<file path="config.mk">
export PLATFORM = sky130hd
export DESIGN_NAME = uart_top
export DESIGN_NICKNAME = d
export VERILOG_FILES = /design/src/common/uart_pkg.sv /design/src/logic/apb_uart_regs.sv /design/src/logic/sync_fifo.sv /design/src/logic/uart_top.sv /design/src/uart/uart_receive.sv /design/src/uart/uart_transmit.sv
export SDC_FILE = /design/constraint.sdc
export NUM_CORES = 1
export LEC_CHECK = 0
export ABC_AREA = 0
export ABC_CLOCK_PERIOD_IN_PS = 3600
export BUFFER_PORTS_ARGS = -buffer_cell sky130_fd_sc_hd__clkbuf_2
export CORE_MARGIN = 2
export CORE_UTILIZATION = 53
export CTS_BUF_LIST = sky130_fd_sc_hd__clkbuf_2
export DETAILED_ROUTE_END_ITERATION = 8
export PLACE_DENSITY = 0.7
export SYNTH_ARGS = -nofsm -noshare
export SYNTH_HDL_FRONTEND = slang
export SYNTH_SLANG_ARGS = --single-unit
</file>
<file path="constraint.sdc">
create_clock -name clk -period 3.6 [get_ports clk]
set_input_delay 0.18 -clock clk [delete_from_list [all_inputs] [get_ports clk]]
set_output_delay 0.18 -clock clk [all_outputs]
set_load 0.05 [all_outputs]
</file>
<file path="src/common/uart_pkg.sv">
// Shared definitions for the APB serial port
// Register offsets, status bit positions, receiver states, APB address width

package uart_pkg;

	// APB address bus width
	localparam int APB_ADDR_WIDTH = 4;

	// Register offsets on the APB bus
	typedef enum logic [3:0]
	{
		REG_STATUS = 4'h0,
		REG_DATA = 4'h4
	} reg_addr_e;

	// Status register bit positions
	// Received character waiting in rx FIFO
	localparam int STATUS_RX_AVAIL = 0;
	// No room left in tx FIFO
	localparam int STATUS_TX_FULL = 1;
	// tx FIFO empty and transmitter ready
	localparam int STATUS_TX_IDLE = 2;
	// Sticky, stop bit sampled low
	localparam int STATUS_FRAME_ERR = 3;
	// Sticky, good character dropped on full rx FIFO
	localparam int STATUS_OVERRUN = 4;

	// Receiver FSM states
	typedef enum logic [1:0]
	{
		// Waiting for falling edge
		RX_IDLE,
		// Confirming start bit at half a bit
		RX_START,
		// Sampling 8 data bits at mid-bit
		RX_DATA,
		// Sampling stop bit
		RX_STOP
	} rx_state_e;

endpackage

</file>
<file path="src/logic/apb_uart_regs.sv">
// APB slave register block for the serial port
// Register decode, one wait state reads, pslverr rules
// FIFO push/pop control and sticky frame/overrun flags

module apb_uart_regs
	(input                                    clk,
	input                                     reset,
	input [uart_pkg::APB_ADDR_WIDTH - 1:0]    paddr,
	input                                     psel,
	input                                     penable,
	input                                     pwrite,
	input [7:0]                               pwdata,
	output logic [7:0]                        prdata,
	output logic                              pready,
	output logic                              pslverr,
	output logic                              tx_push,
	output logic [7:0]                        tx_push_data,
	input                                     tx_full,
	input                                     tx_idle,
	output logic                              rx_push,
	output logic [7:0]                        rx_push_data,
	input                                     rx_full,
	output logic                              rx_pop,
	input [7:0]                               rx_pop_data,
	input                                     rx_empty,
	input                                     rx_valid,
	input [7:0]                               rx_char,
	input                                     rx_frame_error);

	logic access;
	logic wr_access;
	logic rd_first;
	logic rd_wait;
	logic rd_status_q;
	logic rd_err_q;
	logic wr_err;
	logic rd_err;
	logic is_status;
	logic is_data;
	logic frame_err_flag;
	logic overrun_flag;
	logic status_clear;
	logic [7:0] status_word;
	logic [7:0] rd_data_next;

	// Address decode
	always_comb
	begin
		is_status = 1'b0;
		is_data = 1'b0;
		case (uart_pkg::reg_addr_e'(paddr))
			uart_pkg::REG_STATUS: is_status = 1'b1;
			uart_pkg::REG_DATA: is_data = 1'b1;
			default: ;
		endcase
	end

	// Access phase tracking
	assign access = psel && penable;
	assign wr_access = access && pwrite;
	// First access cycle of a read, data captured here
	assign rd_first = access && !pwrite && !rd_wait;

	// Writes finish at once, reads after one wait state
	assign pready = wr_access || (access && rd_wait);

	// Write errors: unmapped, status write, data write on full FIFO
	assign wr_err = !(is_status || is_data) || is_status || (is_data && tx_full);
	// Read errors: unmapped, data read on empty FIFO
	assign rd_err = !(is_status || is_data) || (is_data && rx_empty);
	assign pslverr = wr_access ? wr_err : (access && rd_wait && rd_err_q);

	// Character writes go straight to the tx FIFO
	assign tx_push = wr_access && is_data && !tx_full;
	assign tx_push_data = pwdata;

	// Pop in the same cycle the character is captured
	assign rx_pop = rd_first && is_data && !rx_empty;

	// Good characters only, dropped when FIFO full
	assign rx_push = rx_valid && !rx_frame_error && !rx_full;
	assign rx_push_data = rx_char;

	// Flags clear while the status read completes
	assign status_clear = access && rd_wait && rd_status_q;

	always_comb
	begin
		status_word = '0;
		status_word[uart_pkg::STATUS_RX_AVAIL] = !rx_empty;
		status_word[uart_pkg::STATUS_TX_FULL] = tx_full;
		status_word[uart_pkg::STATUS_TX_IDLE] = tx_idle;
		status_word[uart_pkg::STATUS_FRAME_ERR] = frame_err_flag;
		status_word[uart_pkg::STATUS_OVERRUN] = overrun_flag;
	end

	// Read mux, zero on errors
	always_comb
	begin
		rd_data_next = '0;
		if (is_status)
			rd_data_next = status_word;
		else if (is_data && !rx_empty)
			rd_data_next = rx_pop_data;
	end

	always_ff @(posedge clk, posedge reset)
	begin
		if (reset)
		begin
			rd_wait <= 1'b0;
			rd_status_q <= 1'b0;
			rd_err_q <= 1'b0;
			frame_err_flag <= 1'b0;
			overrun_flag <= 1'b0;
		end
		else
		begin
			rd_wait <= rd_first;
			if (rd_first)
			begin
				rd_status_q <= is_status;
				rd_err_q <= rd_err;
			end

			// New events win over a clear in the same cycle
			if (rx_valid && rx_frame_error)
				frame_err_flag <= 1'b1;
			else if (status_clear)
				frame_err_flag <= 1'b0;

			if (rx_valid && !rx_frame_error && rx_full)
				overrun_flag <= 1'b1;
			else if (status_clear)
				overrun_flag <= 1'b0;
		end
	end

	// Registered read data
	always_ff @(posedge clk)
	begin
		if (rd_first)
			prdata <= rd_data_next;
	end
endmodule

</file>
<file path="src/logic/sync_fifo.sv">
// Synchronous FIFO for 8-bit characters
// Circular buffer with read/write pointers and occupancy count

module sync_fifo
	#(parameter int FIFO_DEPTH = 8)
	(input                clk,
	input                 reset,
	input                 push,
	input [7:0]           push_data,
	input                 pop,
	output logic [7:0]    pop_data,
	output logic          full,
	output logic          empty);

	// Depth must be at least 2
	localparam int PTR_WIDTH = $clog2(FIFO_DEPTH);
	localparam int COUNT_WIDTH = $clog2(FIFO_DEPTH + 1);

	logic [7:0] mem[FIFO_DEPTH];
	logic [PTR_WIDTH - 1:0] wr_ptr;
	logic [PTR_WIDTH - 1:0] rd_ptr;
	logic [COUNT_WIDTH - 1:0] count;
	logic do_push;
	logic do_pop;

	// Push ignored when full, pop ignored when empty
	assign do_push = push && !full;
	assign do_pop = pop && !empty;

	assign full = count == COUNT_WIDTH'(FIFO_DEPTH);
	assign empty = count == 0;

	// Head entry visible without a pop
	assign pop_data = mem[rd_ptr];

	always_ff @(posedge clk, posedge reset)
	begin
		if (reset)
		begin
			wr_ptr <= '0;
			rd_ptr <= '0;
			count <= '0;
		end
		else
		begin
			// Pointers wrap at depth, works for any depth
			if (do_push)
				wr_ptr <= wr_ptr == PTR_WIDTH'(FIFO_DEPTH - 1) ? '0 : wr_ptr + 1'b1;

			if (do_pop)
				rd_ptr <= rd_ptr == PTR_WIDTH'(FIFO_DEPTH - 1) ? '0 : rd_ptr + 1'b1;

			if (do_push && !do_pop)
				count <= count + 1'b1;
			else if (do_pop && !do_push)
				count <= count - 1'b1;
		end
	end

	// Storage
	always_ff @(posedge clk)
	begin
		if (do_push)
			mem[wr_ptr] <= push_data;
	end
endmodule

</file>
<file path="src/logic/uart_top.sv">
// Serial port top level
// APB register block, tx/rx FIFOs, transmitter and receiver

module uart_top
	#(parameter int CLOCKS_PER_BIT = 16,
	parameter int FIFO_DEPTH = 8)
	(input                                    clk,
	input                                     reset,
	input [uart_pkg::APB_ADDR_WIDTH - 1:0]    paddr,
	input                                     psel,
	input                                     penable,
	input                                     pwrite,
	input [7:0]                               pwdata,
	output logic [7:0]                        prdata,
	output logic                              pready,
	output logic                              pslverr,
	output logic                              uart_tx,
	input                                     uart_rx);

	logic tx_push;
	logic [7:0] tx_push_data;
	logic tx_pop;
	logic [7:0] tx_char;
	logic tx_full;
	logic tx_empty;
	logic tx_enable;
	logic tx_ready;
	logic tx_idle;
	logic rx_push;
	logic [7:0] rx_push_data;
	logic rx_pop;
	logic [7:0] rx_pop_data;
	logic rx_full;
	logic rx_empty;
	logic rx_valid;
	logic [7:0] rx_char;
	logic rx_frame_error;

	// Transmitter takes the FIFO head when ready
	assign tx_enable = !tx_empty;
	assign tx_pop = tx_enable && tx_ready;
	assign tx_idle = tx_empty && tx_ready;

	apb_uart_regs uart_regs(.*);

	sync_fifo #(.FIFO_DEPTH(FIFO_DEPTH)) tx_fifo(
		.clk(clk),
		.reset(reset),
		.push(tx_push),
		.push_data(tx_push_data),
		.pop(tx_pop),
		.pop_data(tx_char),
		.full(tx_full),
		.empty(tx_empty));

	sync_fifo #(.FIFO_DEPTH(FIFO_DEPTH)) rx_fifo(
		.clk(clk),
		.reset(reset),
		.push(rx_push),
		.push_data(rx_push_data),
		.pop(rx_pop),
		.pop_data(rx_pop_data),
		.full(rx_full),
		.empty(rx_empty));

	uart_transmit #(.CLOCKS_PER_BIT(CLOCKS_PER_BIT)) transmitter(.*);

	uart_receive #(.CLOCKS_PER_BIT(CLOCKS_PER_BIT)) receiver(.*);
endmodule

</file>
<file path="src/uart/uart_receive.sv">
// Serial receiver, 8N1 frame
// Two-flop line synchronizer, mid-bit sampling FSM, stop bit check

module uart_receive
	#(parameter int CLOCKS_PER_BIT = 16)
	(input                clk,
	input                 reset,
	input                 uart_rx,
	output logic          rx_valid,
	output logic [7:0]    rx_char,
	output logic          rx_frame_error);

	// At least 2 clocks per bit for the half-bit wait
	localparam int COUNT_WIDTH = $clog2(CLOCKS_PER_BIT + 1);
	localparam logic [COUNT_WIDTH - 1:0] HALF_BIT = COUNT_WIDTH'(CLOCKS_PER_BIT / 2 - 1);
	localparam logic [COUNT_WIDTH - 1:0] FULL_BIT = COUNT_WIDTH'(CLOCKS_PER_BIT - 1);

	uart_pkg::rx_state_e state;
	logic rx_meta;
	logic rx_sync;
	logic [COUNT_WIDTH - 1:0] bit_clocks;
	logic [2:0] bit_index;
	logic sample;

	// Mid-bit point reached
	assign sample = bit_clocks == 0;

	always_ff @(posedge clk, posedge reset)
	begin
		if (reset)
		begin
			rx_meta <= 1'b1;
			rx_sync <= 1'b1;
			state <= uart_pkg::RX_IDLE;
			bit_clocks <= '0;
			bit_index <= '0;
			rx_valid <= 1'b0;
			rx_frame_error <= 1'b0;
		end
		else
		begin
			// Line synchronizer, idles high
			rx_meta <= uart_rx;
			rx_sync <= rx_meta;

			// Valid and error are single-cycle pulses
			rx_valid <= 1'b0;
			rx_frame_error <= 1'b0;

			if (!sample)
				bit_clocks <= bit_clocks - 1'b1;

			case (state)
				uart_pkg::RX_IDLE:
				begin
					// Falling edge, wait half a bit
					if (!rx_sync)
					begin
						state <= uart_pkg::RX_START;
						bit_clocks <= HALF_BIT;
					end
				end

				uart_pkg::RX_START:
				begin
					// Line back high before mid-bit is a glitch
					if (rx_sync)
						state <= uart_pkg::RX_IDLE;
					else if (sample)
					begin
						state <= uart_pkg::RX_DATA;
						bit_clocks <= FULL_BIT;
						bit_index <= '0;
					end
				end

				uart_pkg::RX_DATA:
				begin
					if (sample)
					begin
						bit_clocks <= FULL_BIT;
						bit_index <= bit_index + 1'b1;
						if (bit_index == 3'd7)
							state <= uart_pkg::RX_STOP;
					end
				end

				uart_pkg::RX_STOP:
				begin
					// Stop bit must be high
					if (sample)
					begin
						rx_valid <= 1'b1;
						rx_frame_error <= !rx_sync;
						state <= uart_pkg::RX_IDLE;
					end
				end

				default:
					state <= uart_pkg::RX_IDLE;
			endcase
		end
	end

	// Data bits arrive LSB first
	always_ff @(posedge clk)
	begin
		if (state == uart_pkg::RX_DATA && sample)
			rx_char <= {rx_sync, rx_char[7:1]};
	end
endmodule

</file>
<file path="src/uart/uart_transmit.sv">
// Serial transmitter, 8N1 frame
// Shift register timed by a bit-period down-counter

module uart_transmit
	#(parameter int CLOCKS_PER_BIT = 16)
	(input                clk,
	input                 reset,
	input                 tx_enable,
	output logic          tx_ready,
	input [7:0]           tx_char,
	output logic          uart_tx);

	localparam int COUNT_WIDTH = $clog2(CLOCKS_PER_BIT + 1);
	localparam logic START_BIT = 1'b0;
	localparam logic STOP_BIT = 1'b1;

	// Start, data LSB first, stop
	logic [9:0] tx_shift;
	// Bits left in the frame
	logic [3:0] shift_count;
	// Cycles left in the current bit
	logic [COUNT_WIDTH - 1:0] next_edge_clocks;
	logic transmit_active;
	logic load;

	assign transmit_active = shift_count != 0;
	assign load = tx_enable && !transmit_active;
	// Line idles high
	assign uart_tx = transmit_active ? tx_shift[0] : 1'b1;
	assign tx_ready = !transmit_active;

	always_ff @(posedge clk, posedge reset)
	begin
		if (reset)
		begin
			shift_count <= '0;
			next_edge_clocks <= '0;
		end
		else if (transmit_active)
		begin
			// End of bit period, move to next bit
			if (next_edge_clocks == 0)
			begin
				shift_count <= shift_count - 4'd1;
				next_edge_clocks <= COUNT_WIDTH'(CLOCKS_PER_BIT - 1);
			end
			else
				next_edge_clocks <= next_edge_clocks - 1'b1;
		end
		else if (load)
		begin
			shift_count <= 4'd10;
			next_edge_clocks <= COUNT_WIDTH'(CLOCKS_PER_BIT - 1);
		end
	end

	// Frame payload
	always_ff @(posedge clk)
	begin
		if (load)
			tx_shift <= {STOP_BIT, tx_char, START_BIT};
		else if (transmit_active && next_edge_clocks == 0)
			tx_shift <= {1'b1, tx_shift[9:1]};
	end
endmodule
</file>
After elaboration in Yosys (flattened, before gate mapping)
Memories as Yosys holds them, arrays and structs flattened.
Cells that the tools add are included.
{"block": "totals", "n_memories": 2, "ff_bits": 73, "ram_bits": 128}
{"block": "classes", "eq_ne": 19, "muxes": 49, "n_reduce_logical": 67, "bitwise_logic": 1, "add_sub_neg": 12}
{"name": "rx_fifo.mem", "depth": 8, "word_bits": 8, "rd": 1, "rd_clocked_by_memory_dff": 0, "write_ports": 1, "line_no": "sync_fifo.sv:19", "rtl": "logic [7:0] mem[FIFO_DEPTH];"}
{"name": "tx_fifo.mem", "depth": 8, "word_bits": 8, "rd": 1, "rd_clocked_by_memory_dff": 0, "write_ports": 1, "line_no": "sync_fifo.sv:19"}
{"operator": "5-bit 2-to-1 mux", "n": 9}
{"operator": "1-bit logical AND", "n": 30}
{"operator": "4-bit 2-to-1 mux", "n": 7}
{"operator": "3-bit 2-to-1 mux", "n": 7}
{"operator": "9-bit 2-to-1 mux", "n": 2}
{"operator": "3-bit by 1-bit adder with 3-bit output (second input constant)", "n": 5}
{"operator": "3-bit equality test (second input constant)", "n": 5}
{"operator": "1-bit 2-to-1 mux", "n": 15}
{"operator": "5-bit one-hot mux with 3 select lines", "n": 1}
{"operator": "1-bit logical NOT", "n": 14}
{"operator": "2-bit nonzero test", "n": 7}
{"operator": "4-bit logical NOT", "n": 3}
{"operator": "2-bit 2-to-1 mux", "n": 6}
{"operator": "4-bit by 1-bit subtractor with 4-bit output (second input constant)", "n": 3}
{"operator": "5-bit logical NOT", "n": 2}
{"operator": "5-bit by 1-bit subtractor with 5-bit output (second input constant)", "n": 2}
{"operator": "4-bit by 1-bit adder with 4-bit output (second input constant)", "n": 2}
{"operator": "4-bit equality test (second input constant)", "n": 2}
{"operator": "2-bit by 1-bit inequality test with 1-bit output (second input constant)", "n": 4}
{"operator": "2-bit one-hot mux with 4 select lines", "n": 1}
{"operator": "2-bit inequality test (second input constant)", "n": 3}
{"operator": "3-bit one-hot mux with 2 select lines", "n": 1}
{"operator": "1-bit logical OR", "n": 5}
{"operator": "5-bit AND reduction", "n": 1}
{"operator": "10 further kinds", "n": 11}

Longest topological paths before layout
Gate-level depths: netlist (run 1).
{"block": "depth", "ltp_word": 9, "ltp_mapped": 12}

Hierarchy
A second synthesis (run 1) with hierarchy kept.
{"block": "hier_totals", "cells_unflattened": 530, "hier_area_um2": 9013.6}
{"mod": "sync_fifo", "n_inst": 2, "cells_per_inst": 157, "area_per_inst_um2": 3179.3}
{"mod": "uart_receive", "n_inst": 1, "cells_per_inst": 80, "area_per_inst_um2": 979.7}
{"mod": "uart_transmit", "n_inst": 1, "cells_per_inst": 71, "area_per_inst_um2": 900.9}
{"mod": "apb_uart_regs", "n_inst": 1, "cells_per_inst": 62, "area_per_inst_um2": 758.2}
{"mod": "uart_top", "n_inst": 1, "cells_per_inst": 3, "area_per_inst_um2": 16.3}

Worst setup path after synthesis (run 1)
No wires, ideal clock.
{"block": "synth_timing", "kind": "reg2reg", "from": "register uart_regs.rd_wait", "to": "register rx_fifo.count[3]", "setup_slack_ns": 0.845, "setup_ns": 0.126, "t_arrival_ns": 2.629, "stages_incl_launch_ff": 12, "synth_period_minus_slack_ns": 2.755, "required_time_ns": 3.474, "cell_sequence": "dfrtp_1 nor2_1 nand3_1 inv_1 nand3_1 ha_1 inv_1 ha_1 a21o_1 a2111oi_0 a31oi_1 a221o_1"}
{"block": "synth_between", "elab_chain_cells": 8}
{"item": "start: declaration", "line_no": "apb_uart_regs.sv:33", "rtl": "logic rd_wait;"}
{"item": "start signal: assignment", "line_no": "apb_uart_regs.sv:119", "rtl": "rd_wait <= rd_first;"}
{"item": "1-bit logical NOT (*)", "line_no": "apb_uart_regs.sv:62", "rtl": "assign rd_first = access && !pwrite && !rd_wait;"}
{"item": "1-bit logical AND (*)", "line_no": "apb_uart_regs.sv:62"}
{"item": "named net uart_regs.rd_first", "line_no": "apb_uart_regs.sv:32", "rtl": "logic rd_first;"}
{"item": "1-bit logical AND (*) (2 in a row)", "line_no": "apb_uart_regs.sv:78", "rtl": "assign rx_pop = rd_first && is_data && !rx_empty;"}
{"item": "1-bit logical AND (*)", "line_no": "sync_fifo.sv:28", "rtl": "assign do_pop = pop && !empty;"}
{"item": "1-bit logical NOT", "line_no": "sync_fifo.sv:53", "rtl": "if (do_push && !do_pop)"}
{"item": "1-bit logical AND", "line_no": "sync_fifo.sv:53"}
{"item": "4-bit 2-to-1 mux or 2-bit nonzero test (tied branches)"}
{"item": "end signal: assignment", "line_no": "sync_fifo.sv:54", "rtl": "count <= count + 1'b1;"}
{"item": "end signal: assignment", "line_no": "sync_fifo.sv:56", "rtl": "count <= count - 1'b1;"}
{"item": "end: declaration", "line_no": "sync_fifo.sv:22", "rtl": "logic [COUNT_WIDTH - 1:0] count;"}
The timed path passes the listed nets; every way through them passes the cells marked *.
A chain may end at the register's enable or synchronous reset.

Worst setup path after layout (run 1)
{"block": "layout_timing", "from": "input port paddr[1] in the netlist's numbering", "to": "register rx_fifo.count[3]"}
{"block": "layout_between", "elab_chain_cells": 8}
{"item": "start: declaration", "line_no": "uart_top.sv:9", "rtl": "input [uart_pkg::APB_ADDR_WIDTH - 1:0] paddr,"}
{"item": "4-bit by 3-bit equality test with 1-bit output (*)", "line_no": "apb_uart_regs.sv:51", "rtl": "case (uart_pkg::reg_addr_e'(paddr))"}
{"item": "1-bit 2-to-1 mux (*)", "line_no": "apb_uart_regs.sv:51"}
{"item": "1-bit logical AND (*) (2 in a row)", "line_no": "apb_uart_regs.sv:78"}
{"item": "1-bit logical AND (*)", "line_no": "sync_fifo.sv:28"}
{"item": "1-bit logical NOT", "line_no": "sync_fifo.sv:53"}
{"item": "1-bit logical AND", "line_no": "sync_fifo.sv:53"}
{"item": "4-bit 2-to-1 mux or 2-bit nonzero test (tied branches)"}
Every way passes the cells marked *; elsewhere a longest branch is shown, timed or not.

==> results of run 1 <==
power groups by stage:
stage          Combinational, mW  Sequential, mW  Clock, mW
6_report                   0.510            2.71       1.39
3_5_place_dp               0.489            2.76          0
4_1_cts                    0.510            2.71       1.44
3_3_place_gp               0.446            2.75          0
5_1_grt                    0.579            2.73       1.56
2_1_floorplan              0.405            2.71          0
area by class of cell:
type / instances / area, sq um
Multi-Input combinational cell: 278 / 2450
Clock buffer: 68 / 340
Tap cell: 216 / 270
Timing Repair Buffer: 58 / 423
Sequential cell: 201 / 5790
Inverter: 17 / 63.8
Fill cell: 1213 / 6300
Clock inverter: 19 / 80.1
layout by cell type, fill, tap and decap left out, drive strengths merged, types with 10 or more instances in the layout:
cell type    synthesis  routed
nor3                16      16
a21oi               13      13
nand2               43      43
clkinv               0      16
o21ai               26      26
clkbuf               4      96
mux4                32      32
edfxtp             152     152
nand2b              10      10
nor2                31      31
dlygate4sd3          0      23
inv                 17      19
mux2i               18      18
ha                  20      20
dfrtp               46      46
worst register-to-register path, delay by kind of cell, from the launching register on:
| kind | cells | cell delay [ns] |
|---|---|---|
| flip-flops | 1 | 0.47 |
| AO/OA/AOI/OAI | 4 | 1.05 |
| adder cells (fa/ha/maj) | 2 | 0.53 |
| buffers and inverters | 1 | 0.12 |
| AND/OR/NAND/NOR | 3 | 0.68 |
worst min-delay path by stage:
stage | from | end | depth (start not counted)
final | paddr[3] | uart_regs.rd_err_q | 4
after global routing | paddr[3] | uart_regs.rd_err_q | 4
after CTS | paddr[3] | uart_regs.rd_err_q | 4
after detailed placement | uart_rx | receiver.rx_meta | 1
after global placement | uart_rx | receiver.rx_meta | 1
after floorplan | uart_rx | receiver.rx_meta | 0
sequential cells by signal, summed over array words and instances (netlist names), 3 cells and up, named ones only:
| signal | cells |
|---|---|
| transmitter.tx_shift | 9 |
| transmitter.next_edge_clocks | 5 |
| tx_fifo.mem | 64 |
| rx_fifo.mem | 64 |
| receiver.bit_index | 3 |
| transmitter.shift_count | 4 |
| receiver.bit_clocks | 5 |
| tx_fifo.count | 4 |
| rx_fifo.count | 4 |
| tx_fifo.rd_ptr | 3 |
| tx_fifo.wr_ptr | 3 |
| rx_fifo.wr_ptr | 3 |
| rx_fifo.rd_ptr | 3 |
| receiver.rx_char | 8 |
| uart_regs.prdata | 8 |
metal layers:
metal	up-vias	track usage, %	share of wire, %
met5	-	0	0
met4	0	7.97	2.5
met3	37	4.59	4.1
met2	109	33.6	52
met1	2316	24.0	42
li1	2198	-	-
cell families (layout without fill, tap and decap cells):
family	count (synthesis)	in the layout	synth area share (%)
buffers and inverters	34	162	2.05
and+or+nand+nor	126	126	8.03
xor gates and xnor gates	8	8	0.834
AOI/OAI and AO/OA	63	63	4.72
muxes	59	59	12.0
DFF	201	201	68.9
adders and majority gates	22	22	3.45
repair_timing:
item	CTS	global route
buffers inserted	0	0
hold buffers	23	0
gates resized for setup	0	0
endpoints found under the hold margin	125	0
==> flow_summary_export.csv, run 1 <==
group,metric,value,unit
status,status,"complete, no violations",
hold_path,hold_class,"in2reg",
synth,synth.top_cell.area_share,54.3,%
worst_setup_path,cp.arrival,3.77,ns
layout,fin_cells,857,
layout,final_core_utilization,59.9,%
pwr,total_power,4.62,mW
clock_tree,numCtsBuffers,49,
sta,max_clock_freq,0.320,GHz
global_route,grt_use_total,19.5,%
clock_tree,clkLatencyLatePin,0.78,ns
sta,post-route-period-util,86.7,%
synth,ys_async_sr_fraction,23.9,%
pwr,pwr-share-comb,11.1,%
sta,totalNegativeSetupSlack,0,ns
sta,clock_skew,0.0675,ns
synth,synth_edf_count,152,
place,dp.cells,747,
clock_tree,clk_pin_slew_worst_paths,0.10,ns
synth,synth_top_area_cell,"edfxtp_1",
pwr,power.switching,1.28,mW
worst_setup_path,cp_slowest_cell,"dlygate4sd3_1",
route,postRouteAntennaNets,0,
global_route,grt_pass1_vias,5039,
sta,timing.final.ws_setup,0.479,ns
flow_run,cap_violations,0,
synth,ys_dominant_reg_cell,"edfxtp_1",
floorplan,die_w,130,um
worst_setup_path,crit_path_end,"rx_fifo.count[3]",
floorplan,placementRows,46,
route,wl,15400,um
synth,synthTopCellsByCount,"152 x edfxtp_1, 46 x dfrtp_1, 42 x nand2_1, 32 x mux4_2, 31 x nor2_1",
global_route,gr-total-overflow,0,
synth,synthCells,513,
pwr,power-per-cell-area,490,nW/um^2
route,drtIter0Drc,307,
pwr,pwr-share-clk,30.2,%
sta,maxSlewHeadroom,25.3,%
synth,synth_area_per_cell,16.4,sq um
floorplan,dieArea,16900,sq um
pwr,peakVddDrop,0.000305,V
place,io_buffer_count,28,
worst_setup_path,path_buf_inv,4,
route,num_vias,4660,
pwr,internal_power,3.34,mW
pwr,swShare,27.7,%
sta,holdWs,0.104,ns
global_route,antenna_found_initial,0,
pwr,power_frac_seq,58.8,%
worst_setup_path,cp_num_cells,12,
worst_setup_path,reg2reg_depth,10,
floorplan,fp.dieH,130,um
clock_tree,clockBufferDepth,3,
place,place_hpwl,9810,um
worst_setup_path,reg2reg_setup_slack,0.62,ns
sta,finalCriticalPeriod,3.12,ns
worst_setup_path,crit_start,"paddr[1]",
route,drt-wirelength-per-cell,18.0,um
sta,rsz0062_at_grt,"false",
layout,antenna_cells,0,
synth,synth_most_common_cell,"edfxtp_1",
place,routabilityCongestion,0.759,
floorplan,boundaryPins,29,
worst_setup_path,cp.required,4.25,ns
place,preCtsSetupSlack,0.681,ns
sta,hold_viol,0,
sta,finalSetupViolations,0,
worst_setup_path,crit_path_start_kind,"input port",
place,placed_area,8770,sq um
synth,synth_seq_cells,201,
synth,synth_nets,553,
synth,yosysUniqueCellTypes,58,
layout,final_nets,645,
worst_setup_path,cp_cell_sequence,"dlygate4sd3_1, clkbuf_2, nor4b_2, dlygate4sd3_1, nand3_1, ha_1, inv_1, ha_1, a21o_1, a2111oi_0, a31oi_1, a221o_1",
worst_setup_path,crit_family,"buffers and inverters",
floorplan,core,15700,sq um
worst_setup_path,critPathKind,"in2reg",
floorplan,start_util,53.5,%
synth,synth_area_leaders,"edfxtp_1 54%, dfrtp_1 14%, mux4_2 8.6%, ha_1 3.0%, mux2i_1 2.1%",
worst_setup_path,cp-end-kind,"flop",
route,viasPerCell,5.44,
worst_setup_path,crit_path_max_incr_delay,0.61,ns
worst_setup_path,r2r-start,"rx_fifo.count[0]",
route,drc,0,
pwr,p_leak,3.44,nW
sta,tightest_slew,1.12,ns
clock_tree,cts_tree,"yes",
route,dr.pass1.iters,5,
synth,ys_warn_count,0,
worst_setup_path,reg2reg_to,"rx_fifo.count[3]",
synth,synth_area,8400,sq um
sta,slew_violations,0,
layout,area_delta_synth_final,12.1,%
layout,finalInstanceArea,9420,sq um
worst_setup_path,cp_max_fo,5,
clock_tree,cts-root-buf,"clkbuf_2",
synth,seq_area_frac_synth,68.9,%
global_route,grt_pass1_wl,25100,um
clock_tree,cts_max_level,2,
global_route,grt_max_degree,49,
layout,layout-drive-gt1-share,25.1,%
clock_tree,clock-sinks,201,
Power figures use the tool's default switching activity.
==> run 2, diff against run 1 <==
--- a/config.mk
+++ b/config.mk
@@ -12,6 +12,7 @@
 export CORE_UTILIZATION = 53
 export CTS_BUF_LIST = sky130_fd_sc_hd__clkbuf_2
 export DETAILED_ROUTE_END_ITERATION = 8
+export GPL_TIMING_DRIVEN = 0
 export PLACE_DENSITY = 0.7
 export SYNTH_ARGS = -nofsm -noshare
 export SYNTH_HDL_FRONTEND = slang
==> flow_summary_export.csv, run 2 (synthesized netlist as in run 1, its figures left out) <==
group,metric,value,unit
layout,area_delta_synth_final,13.5,%
clock_tree,clk_pin_slew_worst_paths,0.10,ns
global_route,antenna_found_initial,1,
flow_run,cap_violations,0,
worst_setup_path,cp.arrival,3.88,ns
clock_tree,clkLatencyLatePin,0.81,ns
clock_tree,clockBufferDepth,3,
global_route,grt_use_total,19.7,%
place,placed_area,8830,sq um
floorplan,start_util,53.5,%
worst_setup_path,cp-end-kind,"flop",
clock_tree,cts_tree,"yes",
pwr,total_power,4.72,mW
clock_tree,cts_max_level,2,
layout,mostFrequentLayoutCell,"edfxtp_1",
floorplan,die_w,130,um
route,viasPerCell,5.46,
floorplan,placementRows,46,
hold_path,hold_class,"in2reg",
sta,clock_skew,0.0909,ns
pwr,p_leak,3.52,nW
route,wl,15500,um
place,routabilityCongestion,0.765,
route,dr.pass1.iters,5,
clock_tree,clock-sinks,201,
layout,layout-drive-gt1-share,27.2,%
layout,final_core_utilization,60.7,%
place,io_buffer_count,28,
pwr,power.switching,1.30,mW
route,drc,0,
place,place_hpwl,10000,um
sta,hold_viol,0,
route,num_vias,4785,
worst_setup_path,crit_path_start_kind,"flop",
layout,final_nets,659,
route,postRouteAntennaNets,0,
clock_tree,numCtsBuffers,51,
global_route,grt_pass1_vias,5022,
global_route,grt_pass1_wl,25300,um
sta,totalNegativeSetupSlack,0,ns
pwr,pwr-share-clk,31.4,%
pwr,internal_power,3.42,mW
sta,max_clock_freq,0.310,GHz
clock_tree,cts-root-buf,"clkbuf_2",
pwr,pwr-share-comb,11.8,%
sta,rsz0062_at_grt,"false",
sta,maxSlewHeadroom,10.5,%
worst_setup_path,critPathKind,"reg2reg",
clock_tree,postCtsSetupBuffers,0,
sta,tightest_slew,1.33,ns
route,drtIter0Drc,260,
pwr,power-per-cell-area,495,nW/um^2
layout,finalInstanceArea,9540,sq um
floorplan,fp.dieH,130,um
sta,finalCriticalPeriod,3.22,ns
worst_setup_path,cp.required,4.26,ns
floorplan,boundaryPins,29,
layout,final_cell_mix,"152 x edfxtp_1, 107 x clkbuf_2, 46 x dfrtp_1",
pwr,power_frac_seq,56.8,%
floorplan,dieArea,16900,sq um
pwr,peakVddDrop,0.000280,V
sta,slew_violations,0,
worst_setup_path,cp_max_fo,11,
global_route,gr-total-overflow,0,
layout,top_regs,"rx_fifo.mem: 64 flops, tx_fifo.mem: 64 flops, transmitter.tx_shift: 9 flops",
floorplan,core,15700,sq um
sta,post-route-period-util,89.5,%
route,drt-wirelength-per-cell,17.7,um
pwr,swShare,27.5,%
global_route,grt_max_degree,41,
status,status,"complete, no violations",
sta,finalSetupViolations,0,
run 2: cell types whose count changed in the layout (fill, tap and decap cells not counted), moves of 2 or more:
| cell | delta |
|---|---|
| clkbuf_2 | +11 |
| buf_6 | +4 |
| buf_2 | +6 |
| nor3_2 | -2 |
| nor3_1 | +2 |
| buf_4 | -4 |
| clkinv_1 | -6 |
| clkinv_2 | +2 |
| clkbuf_1 | +4 |
run 2: worst paths after layout:
path	start	endpoint	slack (ns)	cells after the start
worst max register to register	uart_regs.rd_wait	rx_fifo.count[3]	0.38	11
worst min-delay path	paddr[1]	tx_fifo.wr_ptr[1]	0.13	5
worst max-delay path	uart_regs.rd_wait	rx_fifo.count[3]	0.38	11
worst min register to register	receiver.rx_meta	receiver.rx_sync	0.34	0
max in group asynchronous	reset	receiver.rx_frame_error	2.66	5
min in group asynchronous	reset	receiver.bit_clocks[2]	0.46	4
run 2: per-layer routing:
metal | track usage (%) | part of all wire, % | up-vias
li1 | - | - | 2228
met1 | 25.2 | 41 | 2382
met2 | 33.3 | 51 | 146
met3 | 4.92 | 6.2 | 29
met4 | 6.96 | 1.9 | 0
met5 | 0 | 0 | -
run 2: per-stage QoR:
step	setup WS [ns]	hold WS (ns)	cells
6_report	0.379	0.130	876
4_1_cts	0.282	0.0592	874
5_1_grt	0.167	0.0947	876
3_3_place_gp	0.518	0.268	757
2_1_floorplan	0.845	0.184	513
3_5_place_dp	0.343	0.105	758
run 2: what timing repair did:
action	4_1_cts	5_1_grt
endpoints found under the setup margin	0	1
hold buffers	23	0
hold endpoints to repair	130	0
gates resized for setup	0	1
run 2: critical path, cell delays in order (launching register included):
cell,delay (ns)
dfrtp_1,0.41
nor2_1,0.16
nand3_1,0.21
clkinvlp_4,0.28
nand3_1,0.23
ha_1,0.30
inv_1,0.17
ha_1,0.26
a21o_1,0.21
a2111oi_0,0.45
a31oi_1,0.08
a221o_1,0.33
run 2: layout make-up:
class | count | area [sq um]
multi-input combinational | 278 | 2440
antenna | 1 | 2.50
timing repair buffer | 53 | 398
clock inverter | 14 | 63.8
buffer | 17 | 109
inverter | 17 | 67.6
clock buffer | 79 | 395
tap | 216 | 270
fill | 1201 | 6180
sequential | 201 | 5790
run 2: power groups by stage:
stage               sequential, mW  combinational, mW  clock [mW]
floorplan                     2.71              0.405           0
global placement              2.72              0.498           0
detailed placement            2.73              0.538           0
CTS                           2.68              0.563        1.53
global route                  2.70              0.631        1.65
finish                        2.68              0.558        1.48
